<file path="src/logic/aes_config.svh">
`ifndef AES_CONFIG_SVH
`define AES_CONFIG_SVH

// Block and round key width
`define AES_BLOCK_BITS 128

// AES-128 round count
`define AES_ROUNDS 10

// Key memory holds rounds 0 to AES_ROUNDS
`define AES_RKEY_ADDR_BITS 4

`endif

</file>
<file path="src/logic/aes_pkg.sv">
`default_nettype none

`include "aes_config.svh"

package aes_pkg;

	// col[c][r] is the byte at row r, column c; col[0][0] is the top byte of word
	typedef union packed {
		logic [`AES_BLOCK_BITS-1:0] word;
		logic [0:3][0:3][7:0]       col;
	} aes_state_t;

	// Round index, doubles as key memory address
	typedef logic [`AES_RKEY_ADDR_BITS-1:0] round_no_t;

	// Multiply by x in GF(2^8) modulo x^8 + x^4 + x^3 + x + 1
	function automatic logic [7:0] gf_xtime(input logic [7:0] b);
		return {b[6:0], 1'b0} ^ (b[7] ? 8'h1b : 8'h00);
	endfunction

endpackage

`default_nettype wire

</file>
<file path="src/logic/key_ram.sv">
`timescale 1ns/1ps
`default_nettype none

`include "aes_config.svh"

module key_ram (
	input  wire                         clk,
	input  wire aes_pkg::round_no_t     addr,
	input  wire [`AES_BLOCK_BITS-1:0]   i_data,
	input  wire                         w_e,
	output logic [`AES_BLOCK_BITS-1:0]  o_data
);
	import aes_pkg::*;

	localparam int DEPTH = 1 << `AES_RKEY_ADDR_BITS;

	logic [`AES_BLOCK_BITS-1:0] mem [DEPTH];

	always_ff @(posedge clk) begin
		if (w_e)
			mem[addr] <= i_data;
		o_data <= mem[addr];
	end

	// Only rounds 0 to 10 are ever stored
	a_write_in_range: assert property (@(posedge clk)
		w_e |-> addr <= round_no_t'(`AES_ROUNDS));

endmodule

`default_nettype wire

</file>
<file path="config.mk">
export PLATFORM = sky130hd
export DESIGN_NAME = key_ram
export DESIGN_NICKNAME = d
export VERILOG_FILES = /design/src/logic/aes_pkg.sv /design/src/logic/key_ram.sv
export VERILOG_INCLUDE_DIRS = /design/src /design/src/logic
export SDC_FILE = /design/constraint.sdc
export NUM_CORES = 2
export LEC_CHECK = 0
export BUFFER_PORTS_ARGS = -buffer_cell sky130_fd_sc_hd__buf_4
export CAP_MARGIN = 20
export CORE_AREA = 2 2 472 381
export CTS_CLUSTER_DIAMETER = 60
export DETAILED_ROUTE_END_ITERATION = 7
export DIE_AREA = 0 0 474 383
export PLACE_DENSITY_LB_ADDON = 0.3
export SETUP_SLACK_MARGIN = 0.1
export SLEW_MARGIN = 20
export SYNTH_ARGS = -nofsm -noshare
export SYNTH_HDL_FRONTEND = slang
export SYNTH_SLANG_ARGS = --single-unit
</file>
<file path="constraint.sdc">
create_clock -name clk -period 14.45 [get_ports clk]
set_input_delay 0.7225 -clock clk [delete_from_list [all_inputs] [get_ports clk]]
set_output_delay 0.7225 -clock clk [all_outputs]
set_load 0.005 [all_outputs]
</file>
==> impl_metrics.yaml <==
status:
  run_status: "finished, final reports clean"
synth:
  netlist.top_cell.by_area: "sky130_fd_sc_hd__edfxtp_1"
  syn-mean-instance-area_sq_um: 24.2
  synth.most_common_cell: "sky130_fd_sc_hd__edfxtp_1"
  asyncSetResetFlopFracSynth_pct: 0
  synth_warnings: 0
  ys_seq_elements: 2176
  synth_ff_type: "sky130_fd_sc_hd__edfxtp_1"
  synth.lib_cells_used.distinct: 20
  most_instantiated_cells_after_synthesis: "sky130_fd_sc_hd__edfxtp_1 (2,048), sky130_fd_sc_hd__mux4_2 (492), sky130_fd_sc_hd__a22oi_1 (256)"
  yosysSeqAreaShare_pct: 81.0
  netlist_area_sq_um: 79100
  synth.top_cells.by_area: "sky130_fd_sc_hd__edfxtp_1 (78%), sky130_fd_sc_hd__mux4_2 (14%), sky130_fd_sc_hd__dfxtp_1 (3.2%)"
  syn_nets: 3405
  portion_of_synthesized_cell_area_occupied_by_the_leading_cell_type_pct: 77.7
  postSynthCellCount: 3271
  synth-edff-count: 2048
worst_setup_path:
  critPathCaptureType: "register"
  crit_path_arrival_time_ns: 4.70
  critical_path.most_common_cell: "sky130_fd_sc_hd__buf_4"
  timing.critical_path.required_ns: 15.12
  path_class: "in -> reg"
  startpoint_kind_of_the_worst_setup_timing_path: "input port"
  path_cells: "buf_8, buf_12, buf_4, buf_4, mux4_2, a22oi_1, nand2_1"
  max_stage_delay_ns: 0.86
  critPathSlowestCell: "sky130_fd_sc_hd__buf_4"
  worstPathMaxFanout: 139
routing:
  drc_errors: 0
  detail-route-antenna-nets: 0
  detailedRoute.firstPassIterationCount: 5
  first_iter_violations: 3658
  avgViaCountPerCell: 5.72
  routed_wire_length_per_instance_um: 29.0
  totalWireLength_um: 180000
  num_vias: 35500
floorplan:
  chipHeight_um: 383
  floorplan.die.width_um: 474
  fp.dieArea_sq_um: 182000
  initial_utilization_pct: 44.6
  num_io_pins: 262
  floorplan.rows: 139
  core_region_area_sq_um: 178000
power:
  power.switching_uw: 2730
  swShare_pct: 20.6
  static-leakage-power_uw: 0.0291
  ir_drop_mv: 0.128
  combinational_share_of_power_pct: 4.7
  sequentialPowerShare_pct: 53.7
  clockPowerShare_pct: 41.6
  finalPower_uw: 13200
  power_density_nw_per_um2: 146
  cell_internal_pwr_uw: 10500
cells_and_area:
  regArea_sq_um: 64100
  multi_input_comb_area_sq_um: 14300
  fraction_of_layout_cells_with_a_size_suffix_above_1_pct: 30.3
  final_net_count: 3768
  layoutNonFillerInstCount: 6212
  area.growth.synth_to_final_pct: 15.0
  num-fill-cells: 13700
grt:
  first_global_vias: 37000
  grt_remaining_overflow: 0
  overall_global_routing_usage_pct: 19.9
  grt_first_pass_wirelength_um: 261000
  grt_max_degree: 140
  grt_antenna_before_repair: 13
place:
  numPlacedInstances: 5822
  dp_slack_ns: 9.56
  port_buffers: 261
  routabilityCongestion: 0.692
  detailedPlacementHpwl_um: 87200
clock_tree:
  cts_buffers: 207
  clk_path_buf_depth: 3
  cts_num_sinks: 2176
  cts-resized-gates: 0
  clk_pin_slew_worst_paths_ns: 0.07
  clock_tree_from_tritoncts: "yes"
  htree_num_levels: 4
  clock_latency_ns: 0.82
  cts.hold.buffers_added: 0
  cts_root_buffer: "sky130_fd_sc_hd__clkbuf_16"
  post_cts_buffers: 0
flow_run:
  max_cap_viol_count: 0
sta:
  slew_worst_pin_ns: 1.14
  timing.final.max_slew_violations: 0
  final-hold-violation-count: 0
  finalWorstPathRequiredPeriod_ns: 4.02
  setup_violations: 0
  max_freq_mhz: 249
  rsz0062_at_grt: "no"
  post-route-worst-setup-slack_ns: 10.43
  layout_worst_path_cycle_share_pct: 27.8
  fin_worst_skew_ns: 0.0311
  setup-tns-final_ns: 0
  relSlewSlack_pct: 23.9
hold_path:
  type_of_the_worst_min_delay_path: "in -> reg"
## cell usage in the layout (no fill, tap or decap), drive strengths merged
cell / Yosys / layout
nor3: 4 / 4
buf: 106 / 326
clkinv: 0 / 78
dfxtp: 128 / 128
edfxtp: 2048 / 2048
bufinv: 0 / 23
diode: 0 / 1
nor2b: 2 / 2
nand2: 129 / 129
nand3b: 2 / 2
inv: 0 / 9
mux4: 512 / 512
clkinvlp: 0 / 12
nand3: 1 / 1
and2: 1 / 1
a22oi: 256 / 256
clkbuf: 66 / 267
or3b: 1 / 1
nor2: 13 / 13
nand2b: 2 / 2
## logic make-up after synthesis
logic type	synth area share, %
AO/OA/AOI/OAI	2.43
buffers and inverters	1.17
flip-flops	81.0
AND/OR/NAND/NOR	0.775
multiplexers	14.7
## worst paths after layout
path	depth (start not counted)	slack [ns]	end	from
setup / recovery	7	10.43	o_data[55]$_DFF_P_	addr[1]
setup reg to reg	3	13.01	o_data[26]$_DFF_P_	mem[9][26]$_DFFE_PP_
hold reg to reg	3	0.66	o_data[62]$_DFF_P_	mem[15][62]$_DFFE_PP_
hold / removal	1	0.18	mem[12][96]$_DFFE_PP_	i_data[96]
## power groups by stage
stage | Clock [uW] | Combinational (uW) | Sequential (uW)
floorplan | 0 | 335 | 7240
global placement | 0 | 624 | 7250
detailed placement | 0 | 633 | 7250
CTS | 5640 | 633 | 7120
global route | 5880 | 671 | 7120
finish | 5510 | 618 | 7110
## sequential cells by signal, summed over array words and instances, names as in the netlist
name    cells
mem      2048
o_data    128
## final cells by class
class | count | area share (%)
antenna | 1 | 0.00275
multi-input combinational | 923 | 15.7
clock buffer | 267 | 6.22
clock inverter | 122 | 1.48
timing repair buffer | 326 | 2.87
tap | 2397 | 3.30
sequential | 2176 | 70.4
## per-stage QoR
step | util (%) | cell area, sq um | hold slack (ns)
global placement | 47.2 | 83900 | 0.651
floorplan | - | 79100 | 0.635
CTS | 51.2 | 91000 | 0.113
global route | 51.2 | 91000 | 0.145
detailed placement | 47.3 | 84000 | 0.650
finish | 51.2 | 91000 | 0.183
## routing by layer
layer | up-vias | GRT usage [%] | routed length [um]
li1 | 14800 | - | -
met2 | 1180 | 32.3 | 88700
met4 | 12 | 4.32 | 3240
met5 | - | 0 | 74
met1 | 19300 | 28.5 | 77700
met3 | 242 | 3.28 | 10700
## worst max-delay path, delay by kind of cell
family                 cells  cell delay (ns)
AO/OA/AOI/OAI              1             0.26
buffers and inverters      4             2.92
multiplexers               1             0.41
AND/OR/NAND/NOR            1             0.11
(Power assumes the default switching activity.)
