[src/logic/aes_config.svh]
`ifndef AES_CONFIG_SVH
`define AES_CONFIG_SVH

// Block and round key width
`define AES_BLOCK_BITS 128

// AES-128 round count
`define AES_ROUNDS 10

// Key memory holds rounds 0 to AES_ROUNDS
`define AES_RKEY_ADDR_BITS 4

`endif

[src/logic/aes_pkg.sv]
`default_nettype none

`include "aes_config.svh"

package aes_pkg;

	// col[c][r] is the byte at row r, column c; col[0][0] is the top byte of word
	typedef union packed {
		logic [`AES_BLOCK_BITS-1:0] word;
		logic [0:3][0:3][7:0]       col;
	} aes_state_t;

	// Round index, doubles as key memory address
	typedef logic [`AES_RKEY_ADDR_BITS-1:0] round_no_t;

	// Multiply by x in GF(2^8) modulo x^8 + x^4 + x^3 + x + 1
	function automatic logic [7:0] gf_xtime(input logic [7:0] b);
		return {b[6:0], 1'b0} ^ (b[7] ? 8'h1b : 8'h00);
	endfunction

endpackage

`default_nettype wire

[src/logic/aes_sbox.sv]
`timescale 1ns/1ps
`default_nettype none

module aes_sbox #(
	parameter bit INVERSE = 1'b0
) (
	input  wire [7:0] in_byte,
	output logic [7:0] out_byte
);
	import aes_pkg::*;

	logic [7:0] pre;
	logic [7:0] x2;
	logic [7:0] x3;
	logic [7:0] x12;
	logic [7:0] x15;
	logic [7:0] x240;
	logic [7:0] x252;
	logic [7:0] inv;

	function automatic logic [7:0] gf_mul(input logic [7:0] a, input logic [7:0] b);
		logic [7:0] p;
		logic [7:0] t;
		p = 8'h00;
		t = a;
		for (int i = 0; i < 8; i++) begin
			if (b[i])
				p = p ^ t;
			t = gf_xtime(t);
		end
		return p;
	endfunction

	function automatic logic [7:0] gf_sq(input logic [7:0] a);
		return gf_mul(a, a);
	endfunction

	function automatic logic [7:0] rotl(input logic [7:0] b, input int n);
		return (b << n) | (b >> (8 - n));
	endfunction

	// Inverse affine comes before the field inversion
	assign pre = INVERSE ? (rotl(in_byte, 1) ^ rotl(in_byte, 3) ^ rotl(in_byte, 6) ^ 8'h05)
	                     : in_byte;

	// Inverse as a^254; zero maps to zero on its own
	assign x2   = gf_sq(pre);
	assign x3   = gf_mul(x2, pre);
	assign x12  = gf_sq(gf_sq(x3));
	assign x15  = gf_mul(x12, x3);
	assign x240 = gf_sq(gf_sq(gf_sq(gf_sq(x15))));
	assign x252 = gf_mul(x240, x12);
	assign inv  = gf_mul(x252, x2);

	// Forward affine after inversion
	assign out_byte = INVERSE ? inv
	                          : (inv ^ rotl(inv, 1) ^ rotl(inv, 2) ^ rotl(inv, 3) ^
	                             rotl(inv, 4) ^ 8'h63);

endmodule

`default_nettype wire

[src/logic/key_expander.sv]
`timescale 1ns/1ps
`default_nettype none

`include "aes_config.svh"

module key_expander (
	input  wire                         clk,
	input  wire                         rst_n,
	input  wire                         en,
	input  wire [`AES_BLOCK_BITS-1:0]   key,
	output logic [`AES_BLOCK_BITS-1:0]  round_key,
	output aes_pkg::round_no_t          round_key_addr,
	output logic                        w_e,
	output logic                        done
);
	import aes_pkg::*;

	localparam round_no_t LAST = round_no_t'(`AES_ROUNDS);

	aes_state_t      cur_key;
	aes_state_t      next_key;
	logic [7:0]      rcon;
	round_no_t       cnt;
	logic            busy;
	logic [0:3][7:0] sub_word;

	// SubWord of RotWord of the last column
	genvar i;
	generate
		for (i = 0; i < 4; i++) begin : g_sub
			aes_sbox #(.INVERSE(1'b0)) u_sbox (
				.in_byte  (cur_key.col[3][(i + 1) % 4]),
				.out_byte (sub_word[i])
			);
		end
	endgenerate

	always_comb begin
		next_key.col[0] = cur_key.col[0] ^ sub_word ^ {rcon, 24'h000000};
		next_key.col[1] = cur_key.col[1] ^ next_key.col[0];
		next_key.col[2] = cur_key.col[2] ^ next_key.col[1];
		next_key.col[3] = cur_key.col[3] ^ next_key.col[2];
	end

	// Round key 0 goes straight from the input in the start cycle
	assign round_key      = busy ? next_key.word : key;
	assign round_key_addr = cnt;
	assign w_e            = en | busy;
	assign done           = busy && (cnt == LAST);

	always_ff @(posedge clk) begin
		if (!rst_n) begin
			busy <= 1'b0;
			cnt  <= '0;
		end else if (en) begin
			busy <= 1'b1;
			cnt  <= round_no_t'(1);
		end else if (done) begin
			busy <= 1'b0;
			cnt  <= '0;
		end else if (busy) begin
			cnt <= cnt + 1'b1;
		end
	end

	always_ff @(posedge clk) begin
		if (en) begin
			cur_key <= key;
			rcon    <= 8'h01;
		end else if (busy) begin
			cur_key <= next_key;
			rcon    <= gf_xtime(rcon);
		end
	end

endmodule

`default_nettype wire

[config.mk]
export PLATFORM = sky130hd
export DESIGN_NAME = key_expander
export DESIGN_NICKNAME = d
export VERILOG_FILES = /design/src/logic/aes_pkg.sv /design/src/logic/aes_sbox.sv /design/src/logic/key_expander.sv
export VERILOG_INCLUDE_DIRS = /design/src /design/src/logic
export SDC_FILE = /design/constraint.sdc
export NUM_CORES = 2
export LEC_CHECK = 0
export BUFFER_PORTS_ARGS = -buffer_cell sky130_fd_sc_hd__buf_4
export CAP_MARGIN = 30
export CORE_ASPECT_RATIO = 1.1
export CORE_UTILIZATION = 58
export CTS_BUF_LIST = sky130_fd_sc_hd__clkbuf_8
export DETAILED_ROUTE_END_ITERATION = 16
export GPL_ROUTABILITY_DRIVEN = 0
export PLACE_DENSITY = 0.77
export SYNTH_ARGS = -nofsm -noshare
export SYNTH_HDL_FRONTEND = slang
export SYNTH_HIERARCHICAL = 1
export SYNTH_SLANG_ARGS = --single-unit
[constraint.sdc]
create_clock -name clk -period 20.8 [get_ports clk]
set_clock_uncertainty 0.1 [all_clocks]
set_input_delay 1.04 -clock clk [delete_from_list [all_inputs] [get_ports clk]]
set_output_delay 1.04 -clock clk [all_outputs]
set_load 0.01 [all_outputs]
==> results.json <==
{
  "crit_slowest_cell": "xnor3_4",
  "grt_util_all_layers_pct": 31.5,
  "nFillCells": 7350,
  "fin_crit_sh_pct": 97.3,
  "antenna_found_initial": 11,
  "clockBufferDepth": 3,
  "grt_max_degree": 133,
  "clk_latency_ps": 570,
  "post-dp-hpwl_um": 119000,
  "relSlewSlack_pct": 30.8,
  "finalSetupTns_ps": 0,
  "viasPerCell": 6.13,
  "synth-xor-area-share_pct": 48.6,
  "ys_types": 120,
  "cts_buffers": 25,
  "placementRows": 118,
  "numClockSinks": 141,
  "top_layer_used": "met5",
  "cp-start-kind": "flip-flop",
  "synth-compound-area-share_pct": 13.4,
  "ioPinCount": 265,
  "synth_nets": 6524,
  "htreeDepth": 4,
  "yosysWarnings": 6,
  "fp.coreArea_um2": 94200,
  "holdCritPathClass": "flip-flop to flip-flop",
  "nets": 6902,
  "met1_length_um": 64100,
  "utilization_pct": 66.9,
  "synthMuxAreaShare_pct": 8.40,
  "multi_input_area_um2": 50500,
  "worst_pin_slew_ps": 1030,
  "setup_viol": 0,
  "seqCellArea_um2": 4110,
  "drc": 0,
  "ant_nets": 0,
  "synth_seq_cells": 141,
  "root_buffer": "clkbuf_8",
  "wl_met2_um": 75400,
  "yosysSeqAreaShare_pct": 7.43,
  "critPathRequiredTime_ps": 19660,
  "hold_buffers": 0,
  "critPathCaptureType": "output pin",
  "min_period_ps": 20230,
  "routedWlPerCell_um": 20.0,
  "final_common_cell": "xnor2_1",
  "synth_top_family_by_area": "XOR/XNOR gates",
  "synth_flop_cell": "edfxtp_1",
  "maxCapViolations": 0,
  "port_buffers": 264,
  "die_x_um": 296,
  "design.die.area_um2": 96500,
  "synthCells": 6363,
  "critPathMaxStageDelay_ps": 610,
  "rsz0062_at_grt": "true",
  "postSynthAreaPerCell_um2": 8.68,
  "syn2layout_area_growth_pct": 14.1,
  "yosys.area_share.simple_pct": 16.8,
  "grt_pass1_wl_um": 248000,
  "drt_iter0_drc": 5005,
  "grt_pass1_vias": 46100,
  "grt.overflow.total": 0,
  "hold_slack_ps": 431,
  "hold_violations": 0,
  "dr_total_vias": 49100,
  "crit_arrival_ps": 19090,
  "critPathKind": "flip-flop to output pin",
  "dr_wl_met3_um": 14200,
  "cpMostUsedCell": "xnor2_1",
  "crit_fanout": 20,
  "drive_above_1_share_pct": 22.8,
  "finalMaxSlewViolations": 0,
  "layout_common_cells": "xnor2_1 (963), buf_4 (741), nor2_1 (667)",
  "path_clk_slew_ps": 80,
  "synthArstFlopShare_pct": 0,
  "drt-total-wl_um": 160000,
  "synth_area_um2": 55200,
  "initial_core_util_pct": 58.6,
  "synth_edf_count": 128,
  "status": "complete, no violations",
  "clock.fmax_ghz": 0.0494,
  "synth_fa_ha_area_share_pct": 0.680,
  "chipHeight_um": 326,
  "cts_tree": "built",
  "dr.pass1.iters": 9
}
[critical path: cells and delay by family, from the launching register on]
family	cells	cell delay, ps
DFF	1	440
xor gates and xnor gates	32	10150
buffers and inverters	5	1000
and+or+nand+nor	10	2050
muxes	2	710
adders and majority gates	4	1390
AOI/OAI and AO/OA	11	2730
[cells by family after synthesis]
| kind of cell | count (synthesis) |
|---|---|
| fa+ha+maj | 30 |
| flops | 141 |
| xor+xnor | 2100 |
| mux | 438 |
| buf+inv | 582 |
| compound gates | 1057 |
| simple gates | 2015 |
[through the flow]
stage	instance area, µm²	std cells	setup WS, ps
6_report	63000	8013	567
5_1_grt	63000	8013	-180
4_1_cts	60500	7874	12.4
3_5_place_dp	59600	7823	-835
3_3_place_gp	59600	7821	-263
2_1_floorplan	55200	6363	417
[synth_stat cells, drive strengths merged, types with 61 or more instances]
cell type  count  area, µm²
clkbuf       189        709
xor3          88       2110
mux2i        261       2610
nand2        636       2390
edfxtp       128       3840
mux2         174       1960
inv          165        619
a21oi        227       1150
xnor3        415       9380
nor2         684       2590
a211oi        86        713
nand3        110        551
nand2b        61        382
buf          219       1170
o21ai        235       1180
nor3         153        796
xnor2       1171      11300
xor2         426       4050
[state kept, by name (all words and copies together), names as in the netlist]
register / cells
cur_key: 128
round_key_addr: 4
busy: 1
rcon: 8
[what timing repair did]
| item | CTS | global route |
|---|---|---|
| setup buffers | 21 | 127 |
| gates cloned | 0 | 3 |
| gates resized for setup | 60 | 252 |
| pin swaps | 9 | 69 |
| setup endpoints to repair | 111 | 129 |
[worst paths after layout]
path                             start                    to  slack (ps)  cells after the start
setup / recovery  cur_key[8]$_DFFE_PP_         round_key[84]         570                     64
hold / removal    rcon[3]$_SDFFE_PP0P_  rcon[3]$_SDFFE_PP0P_         430                      2
setup reg to reg  cur_key[5]$_DFFE_PP_  cur_key[8]$_DFFE_PP_        1900                     58
hold reg to reg   rcon[3]$_SDFFE_PP0P_  rcon[3]$_SDFFE_PP0P_         430                      2
[layer usage]
layer / GRT usage [%] / vias to the layer above
met2: 50.9 / 2448
met1: 41.7 / 23400
li1: - / 22900
met4: 13.3 / 4
met5: 0 / -
met3: 4.79 / 380
[layout make-up]
class                      instances  share of cell area, %
inverter                         174                   1.04
clock inverter                     4                 0.0238
tap                             1260                   2.50
sequential                       141                   6.52
timing repair buffer             756                   9.21
antenna                            9                 0.0357
clock buffer                      26                  0.568
multi-input combinational       5643                   80.1
Power is not shown: default switching activity piles up to over one toggle a cycle in this logic, so the estimate is an artifact.
